File: src/common/evt_router_pkg.sv
package evt_router_pkg;

  // ------------------------------------------------------------------------
  // data widths
  // ------------------------------------------------------------------------
  // raw event word from the host source
  typedef logic [31:0] evt_t;

  // multicast key, also mapper masks and routing keys/masks
  typedef logic [31:0] key_t;

  // right shift of one mapper field
  typedef logic [4:0] shift_t;

  // output channel index, up to 8 channels
  typedef logic [2:0] route_t;

  // configuration register address
  typedef logic [7:0] cfg_addr_t;

  // drop wait in clock cycles, 0 waits forever
  typedef logic [15:0] wait_t;

  // status counter, wraps
  typedef logic [31:0] count_t;

  // ------------------------------------------------------------------------
  // configuration address map
  // ------------------------------------------------------------------------
  // mapper base key
  localparam cfg_addr_t ADDR_MP_KEY        = 8'h00;

  // mapper field masks and shifts, entry i at base + i
  localparam cfg_addr_t ADDR_MP_FMSK_BASE  = 8'h10;
  localparam cfg_addr_t ADDR_MP_FSFT_BASE  = 8'h18;

  // routing table, entry i at base + i
  localparam cfg_addr_t ADDR_RT_KEY_BASE   = 8'h20;
  localparam cfg_addr_t ADDR_RT_MASK_BASE  = 8'h40;
  localparam cfg_addr_t ADDR_RT_ROUTE_BASE = 8'h60;

  // dispatcher drop wait
  localparam cfg_addr_t ADDR_DROP_WAIT     = 8'h80;

endpackage

File: src/verilog/cfg_regs.sv
`timescale 1ns/1ps
module cfg_regs
#(
  parameter int NUM_MREGS = 4,
  parameter int NUM_RREGS = 16
)
(
  input  logic                        pl_clk0_buf_int,
  input  logic                        rst_n,

  // host write port, no read-back
  input  logic                        cfg_wr,
  input  evt_router_pkg::cfg_addr_t   cfg_addr,
  input  evt_router_pkg::key_t        cfg_wdata,

  // event mapper fields
  output evt_router_pkg::key_t        mp_key,
  output evt_router_pkg::key_t        mp_fmsk  [NUM_MREGS-1:0],
  output evt_router_pkg::shift_t      mp_fsft  [NUM_MREGS-1:0],

  // routing table
  output evt_router_pkg::key_t        rt_key   [NUM_RREGS-1:0],
  output evt_router_pkg::key_t        rt_mask  [NUM_RREGS-1:0],
  output evt_router_pkg::route_t      rt_route [NUM_RREGS-1:0],

  // dispatcher timeout
  output evt_router_pkg::wait_t       drop_wait
);

  // --------------------------------------------------------------------------
  // single registers
  // --------------------------------------------------------------------------
  always_ff @(posedge pl_clk0_buf_int or negedge rst_n)
  begin
    if (!rst_n)
    begin
      mp_key    <= '0;
      drop_wait <= '0;
    end
    else if (cfg_wr)
    begin
      if (cfg_addr == evt_router_pkg::ADDR_MP_KEY)
        mp_key <= cfg_wdata;
      // only the low bits are kept
      if (cfg_addr == evt_router_pkg::ADDR_DROP_WAIT)
        drop_wait <= evt_router_pkg::wait_t'(cfg_wdata);
    end
  end

  // --------------------------------------------------------------------------
  // mapper field banks
  // --------------------------------------------------------------------------
  // addresses past NUM_MREGS never match
  always_ff @(posedge pl_clk0_buf_int or negedge rst_n)
  begin
    if (!rst_n)
    begin
      for (int i = 0; i < NUM_MREGS; i++)
      begin
        mp_fmsk[i] <= '0;
        mp_fsft[i] <= '0;
      end
    end
    else if (cfg_wr)
    begin
      for (int i = 0; i < NUM_MREGS; i++)
      begin
        if (cfg_addr == evt_router_pkg::cfg_addr_t'(evt_router_pkg::ADDR_MP_FMSK_BASE + i))
          mp_fmsk[i] <= cfg_wdata;
        if (cfg_addr == evt_router_pkg::cfg_addr_t'(evt_router_pkg::ADDR_MP_FSFT_BASE + i))
          mp_fsft[i] <= evt_router_pkg::shift_t'(cfg_wdata);
      end
    end
  end

  // --------------------------------------------------------------------------
  // routing table banks
  // --------------------------------------------------------------------------
  always_ff @(posedge pl_clk0_buf_int or negedge rst_n)
  begin
    if (!rst_n)
    begin
      for (int i = 0; i < NUM_RREGS; i++)
      begin
        rt_key[i]   <= '0;
        rt_mask[i]  <= '0;
        rt_route[i] <= '0;
      end
    end
    else if (cfg_wr)
    begin
      for (int i = 0; i < NUM_RREGS; i++)
      begin
        if (cfg_addr == evt_router_pkg::cfg_addr_t'(evt_router_pkg::ADDR_RT_KEY_BASE + i))
          rt_key[i] <= cfg_wdata;
        if (cfg_addr == evt_router_pkg::cfg_addr_t'(evt_router_pkg::ADDR_RT_MASK_BASE + i))
          rt_mask[i] <= cfg_wdata;
        // route index from the low bits
        if (cfg_addr == evt_router_pkg::cfg_addr_t'(evt_router_pkg::ADDR_RT_ROUTE_BASE + i))
          rt_route[i] <= evt_router_pkg::route_t'(cfg_wdata);
      end
    end
  end

endmodule

File: src/event_path/evt_mapper.sv
`timescale 1ns/1ps
module evt_mapper
#(
  parameter int NUM_MREGS = 4
)
(
  input  logic                      pl_clk0_buf_int,
  input  logic                      rst_n,

  // mapper fields from the register block
  input  evt_router_pkg::key_t      mp_key,
  input  evt_router_pkg::key_t      mp_fmsk [NUM_MREGS-1:0],
  input  evt_router_pkg::shift_t    mp_fsft [NUM_MREGS-1:0],

  // events from the host source
  input  logic                      evt_vld,
  input  evt_router_pkg::evt_t      evt_data,
  output logic                      evt_rdy,

  // mapped key to route lookup
  output logic                      map_vld,
  output evt_router_pkg::key_t      map_key,
  input  logic                      map_rdy
);

  evt_router_pkg::key_t key_nxt;

  // --------------------------------------------------------------------------
  // key build
  // --------------------------------------------------------------------------
  // base key ORed with each masked and shifted field
  always_comb
  begin
    key_nxt = mp_key;
    for (int i = 0; i < NUM_MREGS; i++)
      key_nxt = key_nxt | ((evt_data & mp_fmsk[i]) >> mp_fsft[i]);
  end

  // --------------------------------------------------------------------------
  // output register
  // --------------------------------------------------------------------------
  // free slot or slot drained this cycle
  assign evt_rdy = !map_vld || map_rdy;

  always_ff @(posedge pl_clk0_buf_int or negedge rst_n)
  begin
    if (!rst_n)
      map_vld <= 1'b0;
    else if (evt_vld && evt_rdy)
      map_vld <= 1'b1;
    else if (map_rdy)
      map_vld <= 1'b0;
  end

  // payload only, qualified by map_vld
  always_ff @(posedge pl_clk0_buf_int)
  begin
    if (evt_vld && evt_rdy)
      map_key <= key_nxt;
  end

endmodule

File: src/event_path/route_lookup.sv
`timescale 1ns/1ps
module route_lookup
#(
  parameter int NUM_RREGS    = 16,
  parameter int NUM_CHANNELS = 8
)
(
  input  logic                      pl_clk0_buf_int,
  input  logic                      rst_n,

  // routing table from the register block
  input  evt_router_pkg::key_t      rt_key   [NUM_RREGS-1:0],
  input  evt_router_pkg::key_t      rt_mask  [NUM_RREGS-1:0],
  input  evt_router_pkg::route_t    rt_route [NUM_RREGS-1:0],

  // mapped key from the mapper
  input  logic                      map_vld,
  input  evt_router_pkg::key_t      map_key,
  output logic                      map_rdy,

  // routed packet to the dispatcher
  output logic                      lkp_vld,
  output evt_router_pkg::key_t      lkp_key,
  output evt_router_pkg::route_t    lkp_route,
  input  logic                      lkp_rdy,

  // keys with no usable route
  output evt_router_pkg::count_t    unmatched_cnt
);

  logic                      hit;
  evt_router_pkg::route_t    hit_route;
  logic                      routable;
  logic                      map_acc;

  // --------------------------------------------------------------------------
  // table match
  // --------------------------------------------------------------------------
  // scan from the top so the lowest matching entry is left standing
  always_comb
  begin
    hit       = 1'b0;
    hit_route = '0;
    for (int i = NUM_RREGS - 1; i >= 0; i--)
    begin
      if ((map_key & rt_mask[i]) == rt_key[i])
      begin
        hit       = 1'b1;
        hit_route = rt_route[i];
      end
    end
  end

  // route past the last channel counts as no match
  assign routable = hit && (int'(hit_route) < NUM_CHANNELS);

  // --------------------------------------------------------------------------
  // output register
  // --------------------------------------------------------------------------
  assign map_rdy = !lkp_vld || lkp_rdy;
  assign map_acc = map_vld && map_rdy;

  always_ff @(posedge pl_clk0_buf_int or negedge rst_n)
  begin
    if (!rst_n)
      lkp_vld <= 1'b0;
    else if (map_acc && routable)
      lkp_vld <= 1'b1;
    else if (lkp_rdy)
      lkp_vld <= 1'b0;
  end

  always_ff @(posedge pl_clk0_buf_int)
  begin
    if (map_acc && routable)
    begin
      lkp_key   <= map_key;
      lkp_route <= hit_route;
    end
  end

  // unroutable keys are consumed here and counted
  always_ff @(posedge pl_clk0_buf_int or negedge rst_n)
  begin
    if (!rst_n)
      unmatched_cnt <= '0;
    else if (map_acc && !routable)
      unmatched_cnt <= unmatched_cnt + 1'b1;
  end

endmodule

File: src/event_path/chan_dispatch.sv
`timescale 1ns/1ps
module chan_dispatch
#(
  parameter int NUM_CHANNELS = 8
)
(
  input  logic                      pl_clk0_buf_int,
  input  logic                      rst_n,

  // drop timeout, 0 disables dropping
  input  evt_router_pkg::wait_t     drop_wait,

  // routed packet from lookup
  input  logic                      lkp_vld,
  input  evt_router_pkg::key_t      lkp_key,
  input  evt_router_pkg::route_t    lkp_route,
  output logic                      lkp_rdy,

  // output channels
  output logic [NUM_CHANNELS-1:0]   ch_vld,
  output evt_router_pkg::key_t      ch_key [NUM_CHANNELS-1:0],
  input  logic [NUM_CHANNELS-1:0]   ch_rdy,

  // packets dropped on timeout
  output evt_router_pkg::count_t    dropped_cnt
);

  // held packet
  logic                      pkt_vld;
  evt_router_pkg::key_t      pkt_key;
  evt_router_pkg::route_t    pkt_route;

  // cycles spent waiting on the channel
  evt_router_pkg::wait_t     wait_cnt;

  logic                      sent;
  logic                      drop;
  logic                      free;

  // --------------------------------------------------------------------------
  // channel outputs
  // --------------------------------------------------------------------------
  // valid only on the selected channel, key on all of them
  for (genvar c = 0; c < NUM_CHANNELS; c++)
  begin : g_chan
    assign ch_vld[c] = pkt_vld && (pkt_route == evt_router_pkg::route_t'(c));
    assign ch_key[c] = pkt_key;
  end

  // at most one channel valid, so any handshake is ours
  assign sent = |(ch_vld & ch_rdy);

  // timeout on the last allowed valid cycle
  assign drop = pkt_vld && !sent && (drop_wait != '0) &&
                (wait_cnt == drop_wait - 1'b1);

  // slot frees on delivery or on drop
  assign free    = sent || drop;
  assign lkp_rdy = !pkt_vld || free;

  // --------------------------------------------------------------------------
  // hold register and wait counter
  // --------------------------------------------------------------------------
  always_ff @(posedge pl_clk0_buf_int or negedge rst_n)
  begin
    if (!rst_n)
    begin
      pkt_vld  <= 1'b0;
      wait_cnt <= '0;
    end
    else if (lkp_vld && lkp_rdy)
    begin
      // fresh packet restarts the wait
      pkt_vld  <= 1'b1;
      wait_cnt <= '0;
    end
    else if (free)
      pkt_vld <= 1'b0;
    else if (pkt_vld)
      wait_cnt <= wait_cnt + 1'b1;
  end

  always_ff @(posedge pl_clk0_buf_int)
  begin
    if (lkp_vld && lkp_rdy)
    begin
      pkt_key   <= lkp_key;
      pkt_route <= lkp_route;
    end
  end

  // --------------------------------------------------------------------------
  // drop counter
  // --------------------------------------------------------------------------
  always_ff @(posedge pl_clk0_buf_int or negedge rst_n)
  begin
    if (!rst_n)
      dropped_cnt <= '0;
    else if (drop)
      dropped_cnt <= dropped_cnt + 1'b1;
  end

endmodule

File: src/verilog/evt_router_top.sv
`timescale 1ns/1ps
module evt_router_top
#(
  parameter int NUM_MREGS    = 4,
  parameter int NUM_RREGS    = 16,
  parameter int NUM_CHANNELS = 8
)
(
  input  logic                        pl_clk0_buf_int,
  input  logic                        rst_n,

  // configuration writes
  input  logic                        cfg_wr,
  input  evt_router_pkg::cfg_addr_t   cfg_addr,
  input  evt_router_pkg::key_t        cfg_wdata,

  // host events
  input  logic                        evt_vld,
  input  evt_router_pkg::evt_t        evt_data,
  output logic                        evt_rdy,

  // output channels
  output logic [NUM_CHANNELS-1:0]     ch_vld,
  output evt_router_pkg::key_t        ch_key [NUM_CHANNELS-1:0],
  input  logic [NUM_CHANNELS-1:0]     ch_rdy,

  // status
  output evt_router_pkg::count_t      unmatched_cnt,
  output evt_router_pkg::count_t      dropped_cnt
);

  // --------------------------------------------------------------------------
  // internal wires
  // --------------------------------------------------------------------------
  // mapper fields
  evt_router_pkg::key_t      mp_key;
  evt_router_pkg::key_t      mp_fmsk  [NUM_MREGS-1:0];
  evt_router_pkg::shift_t    mp_fsft  [NUM_MREGS-1:0];

  // routing table
  evt_router_pkg::key_t      rt_key   [NUM_RREGS-1:0];
  evt_router_pkg::key_t      rt_mask  [NUM_RREGS-1:0];
  evt_router_pkg::route_t    rt_route [NUM_RREGS-1:0];

  evt_router_pkg::wait_t     drop_wait;

  // stage 1 to stage 2
  logic                      map_vld;
  evt_router_pkg::key_t      map_key;
  logic                      map_rdy;

  // stage 2 to stage 3
  logic                      lkp_vld;
  evt_router_pkg::key_t      lkp_key;
  evt_router_pkg::route_t    lkp_route;
  logic                      lkp_rdy;

  // --------------------------------------------------------------------------
  // configuration registers
  // --------------------------------------------------------------------------
  cfg_regs #(.NUM_MREGS (NUM_MREGS), .NUM_RREGS (NUM_RREGS)) cr (
      .pl_clk0_buf_int (pl_clk0_buf_int)
    , .rst_n           (rst_n)
    , .cfg_wr          (cfg_wr)
    , .cfg_addr        (cfg_addr)
    , .cfg_wdata       (cfg_wdata)
    , .mp_key          (mp_key)
    , .mp_fmsk         (mp_fmsk)
    , .mp_fsft         (mp_fsft)
    , .rt_key          (rt_key)
    , .rt_mask         (rt_mask)
    , .rt_route        (rt_route)
    , .drop_wait       (drop_wait)
    );

  // --------------------------------------------------------------------------
  // event path: mapper, lookup, dispatch
  // --------------------------------------------------------------------------
  evt_mapper #(.NUM_MREGS (NUM_MREGS)) em (
      .pl_clk0_buf_int (pl_clk0_buf_int)
    , .rst_n           (rst_n)
    , .mp_key          (mp_key)
    , .mp_fmsk         (mp_fmsk)
    , .mp_fsft         (mp_fsft)
    , .evt_vld         (evt_vld)
    , .evt_data        (evt_data)
    , .evt_rdy         (evt_rdy)
    , .map_vld         (map_vld)
    , .map_key         (map_key)
    , .map_rdy         (map_rdy)
    );

  route_lookup #(.NUM_RREGS (NUM_RREGS), .NUM_CHANNELS (NUM_CHANNELS)) rl (
      .pl_clk0_buf_int (pl_clk0_buf_int)
    , .rst_n           (rst_n)
    , .rt_key          (rt_key)
    , .rt_mask         (rt_mask)
    , .rt_route        (rt_route)
    , .map_vld         (map_vld)
    , .map_key         (map_key)
    , .map_rdy         (map_rdy)
    , .lkp_vld         (lkp_vld)
    , .lkp_key         (lkp_key)
    , .lkp_route       (lkp_route)
    , .lkp_rdy         (lkp_rdy)
    , .unmatched_cnt   (unmatched_cnt)
    );

  chan_dispatch #(.NUM_CHANNELS (NUM_CHANNELS)) cd (
      .pl_clk0_buf_int (pl_clk0_buf_int)
    , .rst_n           (rst_n)
    , .drop_wait       (drop_wait)
    , .lkp_vld         (lkp_vld)
    , .lkp_key         (lkp_key)
    , .lkp_route       (lkp_route)
    , .lkp_rdy         (lkp_rdy)
    , .ch_vld          (ch_vld)
    , .ch_key          (ch_key)
    , .ch_rdy          (ch_rdy)
    , .dropped_cnt     (dropped_cnt)
    );

endmodule

File: config.mk
export PLATFORM = sky130hd
export DESIGN_NAME = evt_router_top
export DESIGN_NICKNAME = d
export VERILOG_FILES = /design/src/common/evt_router_pkg.sv /design/src/verilog/cfg_regs.sv /design/src/event_path/evt_mapper.sv /design/src/event_path/route_lookup.sv /design/src/event_path/chan_dispatch.sv /design/src/verilog/evt_router_top.sv
export SDC_FILE = /design/constraint.sdc
export NUM_CORES = 2
export LEC_CHECK = 0
export BUFFER_PORTS_ARGS = -buffer_cell sky130_fd_sc_hd__buf_4
export CORE_MARGIN = 2
export CORE_UTILIZATION = 54
export CTS_BUF_LIST = sky130_fd_sc_hd__clkbuf_16
export CTS_CLUSTER_SIZE = 24
export DETAILED_ROUTE_END_ITERATION = 16
export GPL_TIMING_DRIVEN = 0
export HOLD_SLACK_MARGIN = 0.12
export PLACE_DENSITY = 0.68
export SLEW_MARGIN = 5
export SYNTH_ARGS = -nofsm -noshare
export SYNTH_HDL_FRONTEND = slang
export SYNTH_HIERARCHICAL = 1
export SYNTH_SLANG_ARGS = --single-unit
File: constraint.sdc
create_clock -name pl_clk0_buf_int -period 11.25 [get_ports pl_clk0_buf_int]
set_clock_uncertainty 0.05 [all_clocks]
set_input_delay 1.125 -clock pl_clk0_buf_int [delete_from_list [all_inputs] [get_ports pl_clk0_buf_int]]
set_output_delay 1.125 -clock pl_clk0_buf_int [all_outputs]
set_load 0.005 [all_outputs]
==> results.ini <==
[flow_run]
drv_cap=3

[global_routing]
antenna_found_initial=33
track_usage_pct=42.51
grt.overflow.total=0
grt_pass1_wl_um=441900
grt_max_degree=179
first_global_vias=58290

[pwr]
vdd_drop_max_mv=0.1729
switchingPower_w=0.004944
seqPwrFrac_pct=41.3
power.share.clock_pct=33.7
p_leak_nw=42.89
comb_power_share_pct=25.0
p_sw_share_pct=32.08
p_int_w=0.01047
cellPowerDensity_nw_per_um2=174.1

[timing]
slew_headroom_pct=-3.121
finalCriticalPeriod_ns=5.744
rsz0062_at_grt=no
hold_viol=0
worst_pin_slew_ns=1.541
setup_ws_ns=5.506
post-route-period-util_pct=51.05
fin_hold_ws_ns=0.1692
setup_viol=0
report.final.slew_viol_count=21
fmax_mhz=174.1
finalSetupTns_ns=0

[critical_path]
cp.required_ns=11.67
cp-start-kind=register
arrival_ns=6.16
critical_path_class=register to register
critPathCaptureType=register
crit_fanout=26
reg2reg_setup_slack_ns=5.51

[floorplan]
rows=139
core_um2=143100
fp.dieH_um=383.2
die_area_um2=146900
die_w_um=383.2
start_util_pct=54.26
io_pins=413

[synthesis]
ys_types=100
async_flop_share_pct=92.98
ys.flop_type=dfrtp_1
synthMuxAreaShare_pct=20.95
synth_xor_area_share_pct=0.9811
syn-num-nets=6733
syn_inst=6644
synth-adder-area-share_pct=0.08055
syn_area_um2=77660
synth_top_family_by_area=multiplexers
synth_edf_count=102
synth_compound_area_share_pct=10.52
yosys.area_share.simple_pct=14.20
yosys_warnings=6
syn_area_per_cell_um2=11.69
ys_ff_latch=1453
yosysSeqAreaShare_pct=47.47

[min_path]
min_path_type=primary input to asynchronous set/reset pin

[place]
preCtsSetupSlack_ns=5.746
gp_congestion=1.078
portBuffers=374
dp_hpwl_um=248400
dp.cells=8937

[final_layout]
fill_cells=11400
final_cell_count_no_fill=9253
finalNetCount=7283
syn_to_final_growth_pct=13.99
post-route-util_pct=61.85
layout-drive-gt1-share_pct=33.88

[cts]
cts_tree=yes
clock_path_buffers=3
post-cts-setup-buffer-count=0
cts_root_buffer=clkbuf_16
cts_resized=0
numCtsBuffers=158
ctsHoldBuffers=0
clock-sinks=1453
clock_latency_ns=0.81
clk_pin_slew_ns=0.06
h-tree-depth=4

[routing]
drc=0
drtPass1Iterations=6
ant_nets=0
first_iter_violations=7771
vias_per_cell=6.745
wl_per_cell_um=34.42
num_vias=62410
wl_um=318500

[outcome]
status=finished with violations
violations=max-capacitance violations, max-slew violations

==> cell type report <==
cell class	count	area (µm²)	area share [%]
flip-flops and latches	1453	36870	41.65
multi-input cells	4375	36360	41.08
plain buffers	773	4345	4.909
clock buffers	158	3954	4.466
repair buffers	390	3198	3.613
well taps	1903	2381	2.690
clock inverters	133	1190	1.344
inverters	43	161.4	0.1823
diodes	25	62.56	0.07067
==> cells in the mapped netlist (19+ instances only) <==
| cell | n | area, µm² |
|---|---|---|
| and2_1 | 34 | 212.7 |
| inv_1 | 37 | 138.9 |
| buf_1 | 45 | 168.9 |
| nor2_1 | 111 | 416.7 |
| buf_2 | 163 | 815.8 |
| buf_6 | 31 | 349.1 |
| nand4b_1 | 130 | 1139 |
| a211oi_1 | 139 | 1044 |
| edfxtp_1 | 102 | 3063 |
| a21oi_1 | 296 | 1481 |
| buf_4 | 261 | 1959 |
| mux2i_1 | 75 | 750.7 |
| o22a_1 | 134 | 1174 |
| mux2_4 | 60 | 900.9 |
| and3_1 | 272 | 1702 |
| xnor2_1 | 46 | 402.9 |
| nand3_1 | 250 | 1251 |
| mux2_1 | 28 | 315.3 |
| mux4_2 | 35 | 788.3 |
| nand2_1 | 214 | 803.3 |
| nand4_1 | 193 | 1207 |
| a21boi_0 | 129 | 968.4 |
| and4_1 | 32 | 280.3 |
| clkbuf_1 | 267 | 1002 |
| nor3_1 | 63 | 315.3 |
| nand2b_1 | 42 | 262.8 |
| o21ai_0 | 73 | 365.4 |
| o22ai_1 | 61 | 381.6 |
| dfrtp_1 | 1351 | 33810 |
| nand4bb_1 | 53 | 596.8 |
| mux2_2 | 1200 | 13510 |
| nor4_1 | 19 | 118.9 |
| o211ai_1 | 39 | 292.8 |
| and3b_1 | 130 | 1139 |
| nor3_2 | 19 | 190.2 |
| a21o_1 | 132 | 991.0 |
| xor2_1 | 41 | 359.1 |
==> power groups by stage <==
stage / Combinational, W / Sequential (W) / Clock, W
2_1_floorplan: 0.00193 / 0.00616 / 0
3_3_place_gp: 0.00364 / 0.00643 / 0
3_5_place_dp: 0.00376 / 0.00644 / 0
4_1_cts: 0.00377 / 0.00635 / 0.00525
5_1_grt: 0.00401 / 0.00640 / 0.00548
6_report: 0.00385 / 0.00637 / 0.00520
==> routing by layer <==
layer,track usage (%),vias to the layer above,routed length [µm]
li1,-,25900,-
met1,60.23,32290,131700
met2,57.80,3640,128700
met3,18.67,559,46450
met4,13.71,18,11410
met5,0.8598,-,285
==> worst max-delay path: stages (launching register included) <==
cell and delay (ns):
edfxtp_1 1.05, buf_6 0.27, buf_6 0.18, nand3_1 0.09, a211oi_1 0.98, nand4_1 0.33, nor4_2 1.06, nor2_1 0.26
nand4_1 0.38, nor2_1 0.17, nor2_4 0.32, buf_12 0.24
==> registers in the layout, indices dropped and copies added (netlist names) <==
register	flops
cr/rt_key	512
cr/drop_wait	16
cd/wait_cnt	16
em/map_vld	1
em/map_key	32
cd/pkt_key	32
cd/pkt_route	3
cr/mp_key	32
cr/mp_fsft	20
rl/lkp_vld	1
rl/unmatched_cnt	32
cr/rt_route	48
cd/pkt_vld	1
rl/lkp_route	3
cd/dropped_cnt	32
rl/lkp_key	32
cr/rt_mask	512
cr/mp_fmsk	128
==> layout by cell type, fill, tap and decap left out, types with 33 or more instances in the layout <==
| master | instances |
|---|---|
| dfrtp_1 | 1351 |
| nand4bb_1 | 53 |
| clkbuf_16 | 158 |
| mux4_2 | 35 |
| nor3_1 | 63 |
| nand2_1 | 214 |
| buf_2 | 163 |
| and3b_1 | 130 |
| nand4_1 | 193 |
| a211oi_1 | 137 |
| buf_1 | 45 |
| mux2_2 | 1200 |
| a21oi_1 | 295 |
| mux2_4 | 60 |
| o211ai_1 | 39 |
| edfxtp_1 | 102 |
| o22a_1 | 134 |
| and2_1 | 33 |
| nand3_1 | 250 |
| nand2b_1 | 42 |
| clkbuf_1 | 259 |
| o22ai_1 | 61 |
| o21ai_0 | 73 |
| a21boi_0 | 129 |
| xor2_1 | 41 |
| a21o_1 | 132 |
| buf_4 | 636 |
| xnor2_1 | 46 |
| and3_1 | 272 |
| inv_1 | 67 |
| clkinv_1 | 47 |
| mux2i_1 | 75 |
| nand4b_1 | 130 |
| nor2_1 | 110 |
==> worst paths after layout <==
kind / startpoint / to / cells past startpoint
max: em/map_key[22] / rl/lkp_key[11] / 11
min: rst_n / cr/rt_route[44] / 1
max reg2reg: em/map_key[22] / rl/lkp_key[11] / 11
min reg2reg: rl/lkp_key[13] / cd/pkt_key[13] / 0
max in group asynchronous: rst_n / cr/rt_mask[18] / 4
min in group pl_clk0_buf_int: rl/lkp_key[13] / cd/pkt_key[13] / 0
==> logic make-up (layout without fill, tap and decap cells) <==
group / count (synthesis) / after routing
xor gates and xnor gates: 87 / 87
adders and majority gates: 5 / 5
AOI/OAI and AO/OA: 1170 / 1170
DFF: 1453 / 1453
other: 0 / 25
and+or+nand+nor: 1715 / 1715
muxes: 1398 / 1398
buffers and inverters: 816 / 1497
==> metrics by stage <==
stage	cell area [µm²]	total power, W
global route	88480	0.01589
detailed placement	83290	0.01019
floorplan	77660	0.008087
global placement	82850	0.01007
finish	88530	0.01541
CTS	88440	0.01536
Power figures use the tool's default switching activity.
